### src/include/perf_cnt_macros.svh
`ifndef PERF_CNT_MACROS_SVH
`define PERF_CNT_MACROS_SVH

// Counter bank shape
`define PERF_NUM_CNT          8
`define PERF_CNT_WIDTH        64
`define PERF_HPM_WIDTH        40

// Raw core events, bit 0 is instruction retired
`define PERF_NUM_EVENTS       16
`define PERF_EVENT_SEL_WIDTH  4

// CSR port widths
`define PERF_CSR_ADDR_WIDTH   12
`define PERF_CSR_DATA_WIDTH   32

// CSR base addresses
`define PERF_CSR_CNT_LO       12'hB00
`define PERF_CSR_CNT_HI       12'hB80
`define PERF_CSR_EVENT        12'h320
`define PERF_CSR_INHIBIT      12'h320

`endif
### src/hw/perf_cnt_pkg.sv
`include "perf_cnt_macros.svh"

package perf_cnt_pkg;

  // CSR address and data words
  typedef logic [`PERF_CSR_ADDR_WIDTH-1:0] csr_addr_t;
  typedef logic [`PERF_CSR_DATA_WIDTH-1:0] csr_data_t;

  // Full counter value, narrow counters read with zero upper bits
  typedef logic [`PERF_CNT_WIDTH-1:0] cnt_val_t;

  // One bit per counter
  typedef logic [`PERF_NUM_CNT-1:0] cnt_vec_t;

  // One bit per raw event
  typedef logic [`PERF_NUM_EVENTS-1:0] event_vec_t;

  // Event index, 0 selects nothing
  typedef logic [`PERF_EVENT_SEL_WIDTH-1:0] event_sel_t;

  // Single-cycle CSR request
  typedef struct packed {
    logic      we;
    csr_addr_t addr;
    csr_data_t wdata;
  } csr_req_t;

endpackage

### src/hw/perf_cnt_top.sv
`timescale 1ns/1ps

`include "perf_cnt_macros.svh"

module perf_cnt_top
  import perf_cnt_pkg::*;
(
  input  logic       clk_i,
  input  logic       rst_ni,
  input  csr_req_t   csr_req_i,
  input  event_vec_t event_i,
  output csr_data_t  csr_rdata_o
);

  cnt_vec_t   cnt_we_lo;
  cnt_vec_t   cnt_we_hi;
  cnt_vec_t   sel_we;
  logic       inhibit_we;
  csr_data_t  wdata;
  cnt_vec_t   cnt_inc;
  cnt_vec_t   inhibit;
  cnt_val_t   cnt_val [`PERF_NUM_CNT];
  event_sel_t event_sel [`PERF_NUM_CNT];

  perf_csr_decode u_perf_csr_decode (
    .csr_req_i    (csr_req_i),
    .cnt_val_i    (cnt_val),
    .event_sel_i  (event_sel),
    .inhibit_i    (inhibit),
    .cnt_we_lo_o  (cnt_we_lo),
    .cnt_we_hi_o  (cnt_we_hi),
    .sel_we_o     (sel_we),
    .inhibit_we_o (inhibit_we),
    .wdata_o      (wdata),
    .csr_rdata_o  (csr_rdata_o)
  );

  perf_event_gate u_perf_event_gate (
    .clk_i        (clk_i),
    .rst_ni       (rst_ni),
    .event_i      (event_i),
    .sel_we_i     (sel_we),
    .inhibit_we_i (inhibit_we),
    .wdata_i      (wdata),
    .event_sel_o  (event_sel),
    .inhibit_o    (inhibit),
    .cnt_inc_o    (cnt_inc)
  );

  perf_counters #(
    .NumCounters (`PERF_NUM_CNT),
    .HpmWidth    (`PERF_HPM_WIDTH)
  ) u_perf_counters (
    .clk_i       (clk_i),
    .rst_ni      (rst_ni),
    .cnt_inc_i   (cnt_inc),
    .cnt_we_lo_i (cnt_we_lo),
    .cnt_we_hi_i (cnt_we_hi),
    .wdata_i     (wdata),
    .cnt_val_o   (cnt_val)
  );

endmodule

### src/hw/perf_csr_decode.sv
`timescale 1ns/1ps

`include "perf_cnt_macros.svh"

module perf_csr_decode
  import perf_cnt_pkg::*;
(
  input  csr_req_t   csr_req_i,
  input  cnt_val_t   cnt_val_i [`PERF_NUM_CNT],
  input  event_sel_t event_sel_i [`PERF_NUM_CNT],
  input  cnt_vec_t   inhibit_i,
  output cnt_vec_t   cnt_we_lo_o,
  output cnt_vec_t   cnt_we_hi_o,
  output cnt_vec_t   sel_we_o,
  output logic       inhibit_we_o,
  output csr_data_t  wdata_o,
  output csr_data_t  csr_rdata_o
);

  cnt_vec_t hit_lo;
  cnt_vec_t hit_hi;
  cnt_vec_t hit_sel;
  logic     hit_inhibit;

  // Address match per register
  always_comb begin
    hit_lo  = '0;
    hit_hi  = '0;
    hit_sel = '0;
    for (int i = 0; i < `PERF_NUM_CNT; i++) begin
      hit_lo[i] = (csr_req_i.addr == csr_addr_t'(`PERF_CSR_CNT_LO + i));
      hit_hi[i] = (csr_req_i.addr == csr_addr_t'(`PERF_CSR_CNT_HI + i));
      // Only the programmable counters have a selector
      if (i >= 2) begin
        hit_sel[i] = (csr_req_i.addr == csr_addr_t'(`PERF_CSR_EVENT + i));
      end
    end
    hit_inhibit = (csr_req_i.addr == `PERF_CSR_INHIBIT);
  end

  // Write strobes
  assign cnt_we_lo_o  = csr_req_i.we ? hit_lo : '0;
  assign cnt_we_hi_o  = csr_req_i.we ? hit_hi : '0;
  assign sel_we_o     = csr_req_i.we ? hit_sel : '0;
  assign inhibit_we_o = csr_req_i.we & hit_inhibit;
  assign wdata_o      = csr_req_i.wdata;

  // Read mux, unknown addresses give zero
  always_comb begin
    csr_rdata_o = '0;
    for (int i = 0; i < `PERF_NUM_CNT; i++) begin
      if (hit_lo[i]) begin
        csr_rdata_o = cnt_val_i[i][31:0];
      end
      if (hit_hi[i]) begin
        csr_rdata_o = cnt_val_i[i][63:32];
      end
      if (hit_sel[i]) begin
        csr_rdata_o = csr_data_t'(event_sel_i[i]);
      end
    end
    if (hit_inhibit) begin
      csr_rdata_o = csr_data_t'(inhibit_i);
    end
  end

  // Address ranges must not overlap
  always_comb begin
    assert final ($onehot0({cnt_we_lo_o, cnt_we_hi_o, sel_we_o, inhibit_we_o}))
      else $error("perf_csr_decode: more than one write strobe at 0x%h", csr_req_i.addr);
  end

endmodule

### src/hw/perf_event_gate.sv
`timescale 1ns/1ps

`include "perf_cnt_macros.svh"

module perf_event_gate
  import perf_cnt_pkg::*;
(
  input  logic       clk_i,
  input  logic       rst_ni,
  input  event_vec_t event_i,
  input  cnt_vec_t   sel_we_i,
  input  logic       inhibit_we_i,
  input  csr_data_t  wdata_i,
  output event_sel_t event_sel_o [`PERF_NUM_CNT],
  output cnt_vec_t   inhibit_o,
  output cnt_vec_t   cnt_inc_o
);

  cnt_vec_t   inhibit_q;
  event_sel_t sel_q [`PERF_NUM_CNT];
  cnt_vec_t   cnt_src;

  always_ff @(posedge clk_i) begin
    if (!rst_ni) begin
      inhibit_q <= '0;
    end else if (inhibit_we_i) begin
      inhibit_q <= wdata_i[`PERF_NUM_CNT-1:0];
    end
  end

  for (genvar i = 0; i < `PERF_NUM_CNT; i++) begin : g_sel
    if (i < 2) begin : g_fixed
      // Fixed counters have no selector
      assign sel_q[i] = '0;
    end else begin : g_prog
      always_ff @(posedge clk_i) begin
        if (!rst_ni) begin
          sel_q[i] <= '0;
        end else if (sel_we_i[i]) begin
          sel_q[i] <= wdata_i[$bits(event_sel_t)-1:0];
        end
      end
    end
  end

  // Per-counter event source
  always_comb begin
    cnt_src    = '0;
    cnt_src[0] = 1'b1;
    cnt_src[1] = event_i[0];
    for (int i = 2; i < `PERF_NUM_CNT; i++) begin
      // Selector 0 means no event
      if (sel_q[i] != '0) begin
        cnt_src[i] = event_i[sel_q[i]];
      end
    end
  end

  assign cnt_inc_o   = cnt_src & ~inhibit_q;
  assign inhibit_o   = inhibit_q;
  assign event_sel_o = sel_q;

  // Newly inhibited counters stop from the next cycle on
  assert property (@(posedge clk_i) disable iff (!rst_ni)
    inhibit_we_i |=> ((cnt_inc_o & $past(wdata_i[`PERF_NUM_CNT-1:0])) == '0))
    else $error("perf_event_gate: increment on an inhibited counter");

endmodule

### src/hw/perf_counters.sv
`timescale 1ns/1ps

`include "perf_cnt_macros.svh"

module perf_counters
  import perf_cnt_pkg::*;
#(
  parameter int NumCounters = `PERF_NUM_CNT,
  parameter int HpmWidth    = `PERF_HPM_WIDTH
) (
  input  logic      clk_i,
  input  logic      rst_ni,
  input  cnt_vec_t  cnt_inc_i,
  input  cnt_vec_t  cnt_we_lo_i,
  input  cnt_vec_t  cnt_we_hi_i,
  input  csr_data_t wdata_i,
  output cnt_val_t  cnt_val_o [`PERF_NUM_CNT]
);

  cnt_val_t cnt_val [`PERF_NUM_CNT];

  assign cnt_val_o = cnt_val;

  for (genvar i = 0; i < `PERF_NUM_CNT; i++) begin : g_cnt
    if (i < NumCounters) begin : g_impl
      // Cycle and retired counters keep the full 64 bits
      localparam int Width = (i < 2) ? `PERF_CNT_WIDTH : HpmWidth;

      logic [Width-1:0] cnt_q;
      logic [Width-1:0] cnt_d;
      cnt_val_t         cnt_load;
      cnt_val_t         cnt_upd;

      always_comb begin
        // Merge the written half into the current value
        cnt_load = cnt_val[i];
        if (cnt_we_lo_i[i]) begin
          cnt_load[31:0] = wdata_i;
        end
        if (cnt_we_hi_i[i]) begin
          cnt_load[63:32] = wdata_i;
        end

        cnt_upd = cnt_val[i] + 64'd1;

        // A write drops the increment of the same cycle
        if (cnt_we_lo_i[i] || cnt_we_hi_i[i]) begin
          cnt_d = cnt_load[Width-1:0];
        end else if (cnt_inc_i[i]) begin
          cnt_d = cnt_upd[Width-1:0];
        end else begin
          cnt_d = cnt_q;
        end
      end

      always_ff @(posedge clk_i) begin
        if (!rst_ni) begin
          cnt_q <= '0;
        end else begin
          cnt_q <= cnt_d;
        end
      end

      if (Width < `PERF_CNT_WIDTH) begin : g_narrow
        assign cnt_val[i][Width-1:0]                 = cnt_q;
        assign cnt_val[i][`PERF_CNT_WIDTH-1:Width]   = '0;

        // Wrap from all ones lands on zero, nothing leaks above the width
        assert property (@(posedge clk_i) disable iff (!rst_ni)
          (cnt_inc_i[i] && !cnt_we_lo_i[i] && !cnt_we_hi_i[i] && (&cnt_q))
          |=> (cnt_val[i] == '0))
          else $error("perf_counters: counter %0d did not wrap to zero", i);
      end else begin : g_full
        assign cnt_val[i] = cnt_q;
      end
    end else begin : g_absent
      assign cnt_val[i] = '0;
    end
  end

endmodule

### config.mk
export PLATFORM = sky130hd
export DESIGN_NAME = perf_cnt_top
export DESIGN_NICKNAME = d
export VERILOG_FILES = /design/src/hw/perf_cnt_pkg.sv /design/src/hw/perf_cnt_top.sv /design/src/hw/perf_csr_decode.sv /design/src/hw/perf_event_gate.sv /design/src/hw/perf_counters.sv
export VERILOG_INCLUDE_DIRS = /design/src /design/src/include
export SDC_FILE = /design/constraint.sdc
export NUM_CORES = 2
export LEC_CHECK = 0
export ABC_CLOCK_PERIOD_IN_PS = 3200
export BUFFER_PORTS_ARGS = -buffer_cell sky130_fd_sc_hd__buf_4
export CORE_MARGIN = 3
export CORE_UTILIZATION = 30
export DETAILED_ROUTE_END_ITERATION = 16
export SLEW_MARGIN = 0
export SYNTH_ARGS = -nofsm -noshare
export SYNTH_HDL_FRONTEND = slang
export SYNTH_SLANG_ARGS = --single-unit
### constraint.sdc
create_clock -name clk_i -period 3.2 [get_ports clk_i]
set_input_delay 0.48 -clock clk_i [delete_from_list [all_inputs] [get_ports clk_i]]
set_output_delay 0.48 -clock clk_i [all_outputs]
set_load 0.05 [all_outputs]
==> summary.txt <==
Outcome
  – Status: finished with violations
  – Violated checks: setup timing

Global route
  – Total GRT Usage: 0.280
  – Initial antenna violation count: 8
  – Vias in the first global route: 30,594
  – Largest net degree at the start of global routing: 97
  – Global-route wire length before repair: 208 mm
  – Grt ovf: 0

Finish
  – ANT cells: 0
  – Share of cells above drive strength 1: 0.195
  – Commonest non-fill, non-tap cell in the layout: a21oi_1
  – Finished Core Util: 0.381
  – Commonest cells after routing, fill and taps aside: a21oi_1, nor2_1, nand2_1
  – Area growth syn-to-layout: 25.5%
  – Fin area: 0.0350 mm²
  – Final net count: 4,271
  – # fillers: 9,650

CTS
  – CTS root buffer: clkbuf_16
  – Worst-case clock buffer depth: 3
  – Cts hold-fix bufs: 0
  – TritonCTS Buffers: 49
  – CTS H-Tree Depth: 2
  – CTS tree: done
  – CTS sink count: 400
  – Skew-Pair Late Insertion Delay: 630 ps
  – CTS clk-pin slew, worst paths: 60 ps

Setup path
  – Worst EP required: 2720 ps
  – Max incr delay on CP: 650 ps
  – Critical Path Start Type: primary input
  – Cell Chain, Critical Path: buf_8, or4b_4, buf_6, nor3_4, buf_6, a222oi_1, a211oi_1, buf_4, o221ai_4, a32oi_4, buf_6
  – Buf/Inv on CP: 5
  – Most Frequent Cell on Critical Path: buf_6
  – CP Max Fanout: 8
  – Crit path max-delay family: simple AND/OR/NAND/NOR gates
  – Setup crit end kind: output pin
  – CP Class: primary input to output pin
  – Worst path slowest cell: or4b_4
  – CP arrival: 2940 ps

Routing
  – Drt initial violations: 5,237
  – WL final: 143 mm
  – Vias: 34,677
  – First-pass DRT Iterations: 8
  – Wire per inst: 26.1 µm
  – Antenna-violating nets left: 0
  – Detailed-route DRC error count: 0
  – Vias per cell: 6.33

Yosys
  – Top cells by area, synth: dfxtp_1, a21oi_1, nor2_1
  – Synth Register Bits: 400
  – Share of the synthesized area in the top cell type: 0.287
  – Syn Std Cell Area: 0.0279 mm²
  – Seq/Total Area, Yosys: 0.287
  – Cell taking the most area after synthesis: dfxtp_1
  – Syn avg cell area: 6.97 µm²
  – Ys async rst share: 0
  – Post-synth EDFFs: 0
  – Ys Warns: 0
  – Top_reg_cell synth: dfxtp_1
  – Post-Syn Instances: 3,998
  – Syn nets: 4,069
  – Number of distinct library cells after synthesis: 97

Timing
  – Final period util: 1.07
  – Peak Freq: 293 MHz
  – # setup viols final: 13
  – Slew Viols, Final: 0
  – Final Critical Period: 3420 ps
  – RSZ-0062 raised after global routing: true
  – Clock skew: 31.5 ps
  – Hold slack: 203 ps
  – Setup ws final: -216 ps
  – Worst-Margin Slew: 729 ps
  – Slew HR: 0.514
  – Final Hold Violating Endpoints: 0

Die
  – Core area: 0.0919 mm²
  – Rows: 111
  – IO Pins: 95
  – Die Ht: 311 µm
  – Die Width: 311 µm
  – Initial core utilization: 0.303
  – DIE AREA: 0.0966 mm²

Pwr
  – Tot Pwr: 11.7 mW
  – Worst VDD drop: 0.387 mV
  – Pleak: 11.7 nW
  – Cell Pwr Density: 335 mW/mm²

Run
  – Max-cap check violation count: 0

Place
  – # port buffers: 94
  – GP Congestion: 1.08
  – Hpwl dp: 103 mm
  – Cell Area, Placed: 0.0322 mm²

Hold path
  – Min-delay worst type: primary input to flop
Yosys cell counts, drive strengths merged, types with 35 or more instances:
library cell    n
a211oi         86
a21oi         506
a221oi         39
a22oi         105
a31oi          56
and2           35
and3          103
buf           119
clkbuf        241
dfxtp         400
nand2         420
nand3         227
nand4         109
nor2          499
nor3          115
o21ai         368
o221a          37
final timing paths:
check / start / to / slack [ps] / depth (start not counted)
setup / recovery: csr_req_i[42] / csr_rdata_o[2] / -220 / 11
hold / removal: rst_ni / u_perf_counters.g_cnt[7].g_impl.cnt_q[25]$_SDFFE_PN0P_ / 200 / 2
setup reg to reg: u_perf_counters.g_cnt[1].g_impl.cnt_q[13]$_SDFFE_PN0P_ / u_perf_counters.g_cnt[1].g_impl.cnt_q[62]$_SDFFE_PN0P_ / 320 / 9
hold reg to reg: u_perf_counters.g_cnt[0].g_impl.cnt_q[44]$_SDFFE_PN0P_ / u_perf_counters.g_cnt[0].g_impl.cnt_q[44]$_SDFFE_PN0P_ / 490 / 2
repair_timing:
action | 4_1_cts | 5_1_grt
resized for setup | 132 | 63
endpoints found under the setup margin | 32 | 31
cloned | 0 | 2
setup buffers | 6 | 27
pin swaps | 49 | 32
cell families after synthesis:
| kind of cell | after synthesis | synth area share |
|---|---|---|
| compound gates | 1488 | 0.337 |
| xor+xnor | 1 | 0.000314 |
| fa+ha+maj | 8 | 0.00359 |
| buf+inv | 386 | 0.0583 |
| flops | 400 | 0.287 |
| mux | 41 | 0.0224 |
| simple gates | 1674 | 0.292 |
metrics by stage:
| stage | TNS [ps] | instances | worst slack, ps |
|---|---|---|---|
| 2_1_floorplan | -161 | 3998 | -161 |
| 3_3_place_gp | -5960 | 5361 | -605 |
| 3_5_place_dp | -5570 | 5361 | -665 |
| 4_1_cts | -681 | 5454 | -144 |
| 5_1_grt | -1620 | 5482 | -240 |
| 6_report | -1150 | 5482 | -216 |
report_power, final:
| group | switching (mW) | leakage (nW) | internal (mW) | total (mW) |
|---|---|---|---|---|
| combinational | 0.542 | 7.62 | 0.215 | 0.757 |
| clock | 2.51 | 0.818 | 3.45 | 5.96 |
| sequential | 0.00984 | 3.22 | 4.98 | 4.99 |
routing by layer:
metal | global-route usage | wire [µm]
met2 | 0.411 | 59200
met5 | 0 | 36
met3 | 0.0771 | 18600
met4 | 0.153 | 9750
met1 | 0.369 | 55500
sequential cells by signal, indices dropped and copies added (netlist names):
name,count
u_perf_counters.g_cnt.g_impl.cnt_q,368
u_perf_event_gate.event_sel_o,24
u_perf_event_gate.inhibit_o,8
layout make-up:
| cell class | count | area [µm²] | share of cell area |
|---|---|---|---|
| Multi-Input combinational cell | 3212 | 19000 | 0.543 |
| Sequential cell | 400 | 8010 | 0.229 |
| Timing Repair Buffer | 511 | 4660 | 0.133 |
| Tap cell | 1243 | 1560 | 0.0445 |
| Clock buffer | 73 | 1450 | 0.0414 |
| Clock inverter | 17 | 216 | 0.00619 |
| Inverter | 26 | 105 | 0.00300 |
No activity file was read; power rests on OpenSTA's default activity.
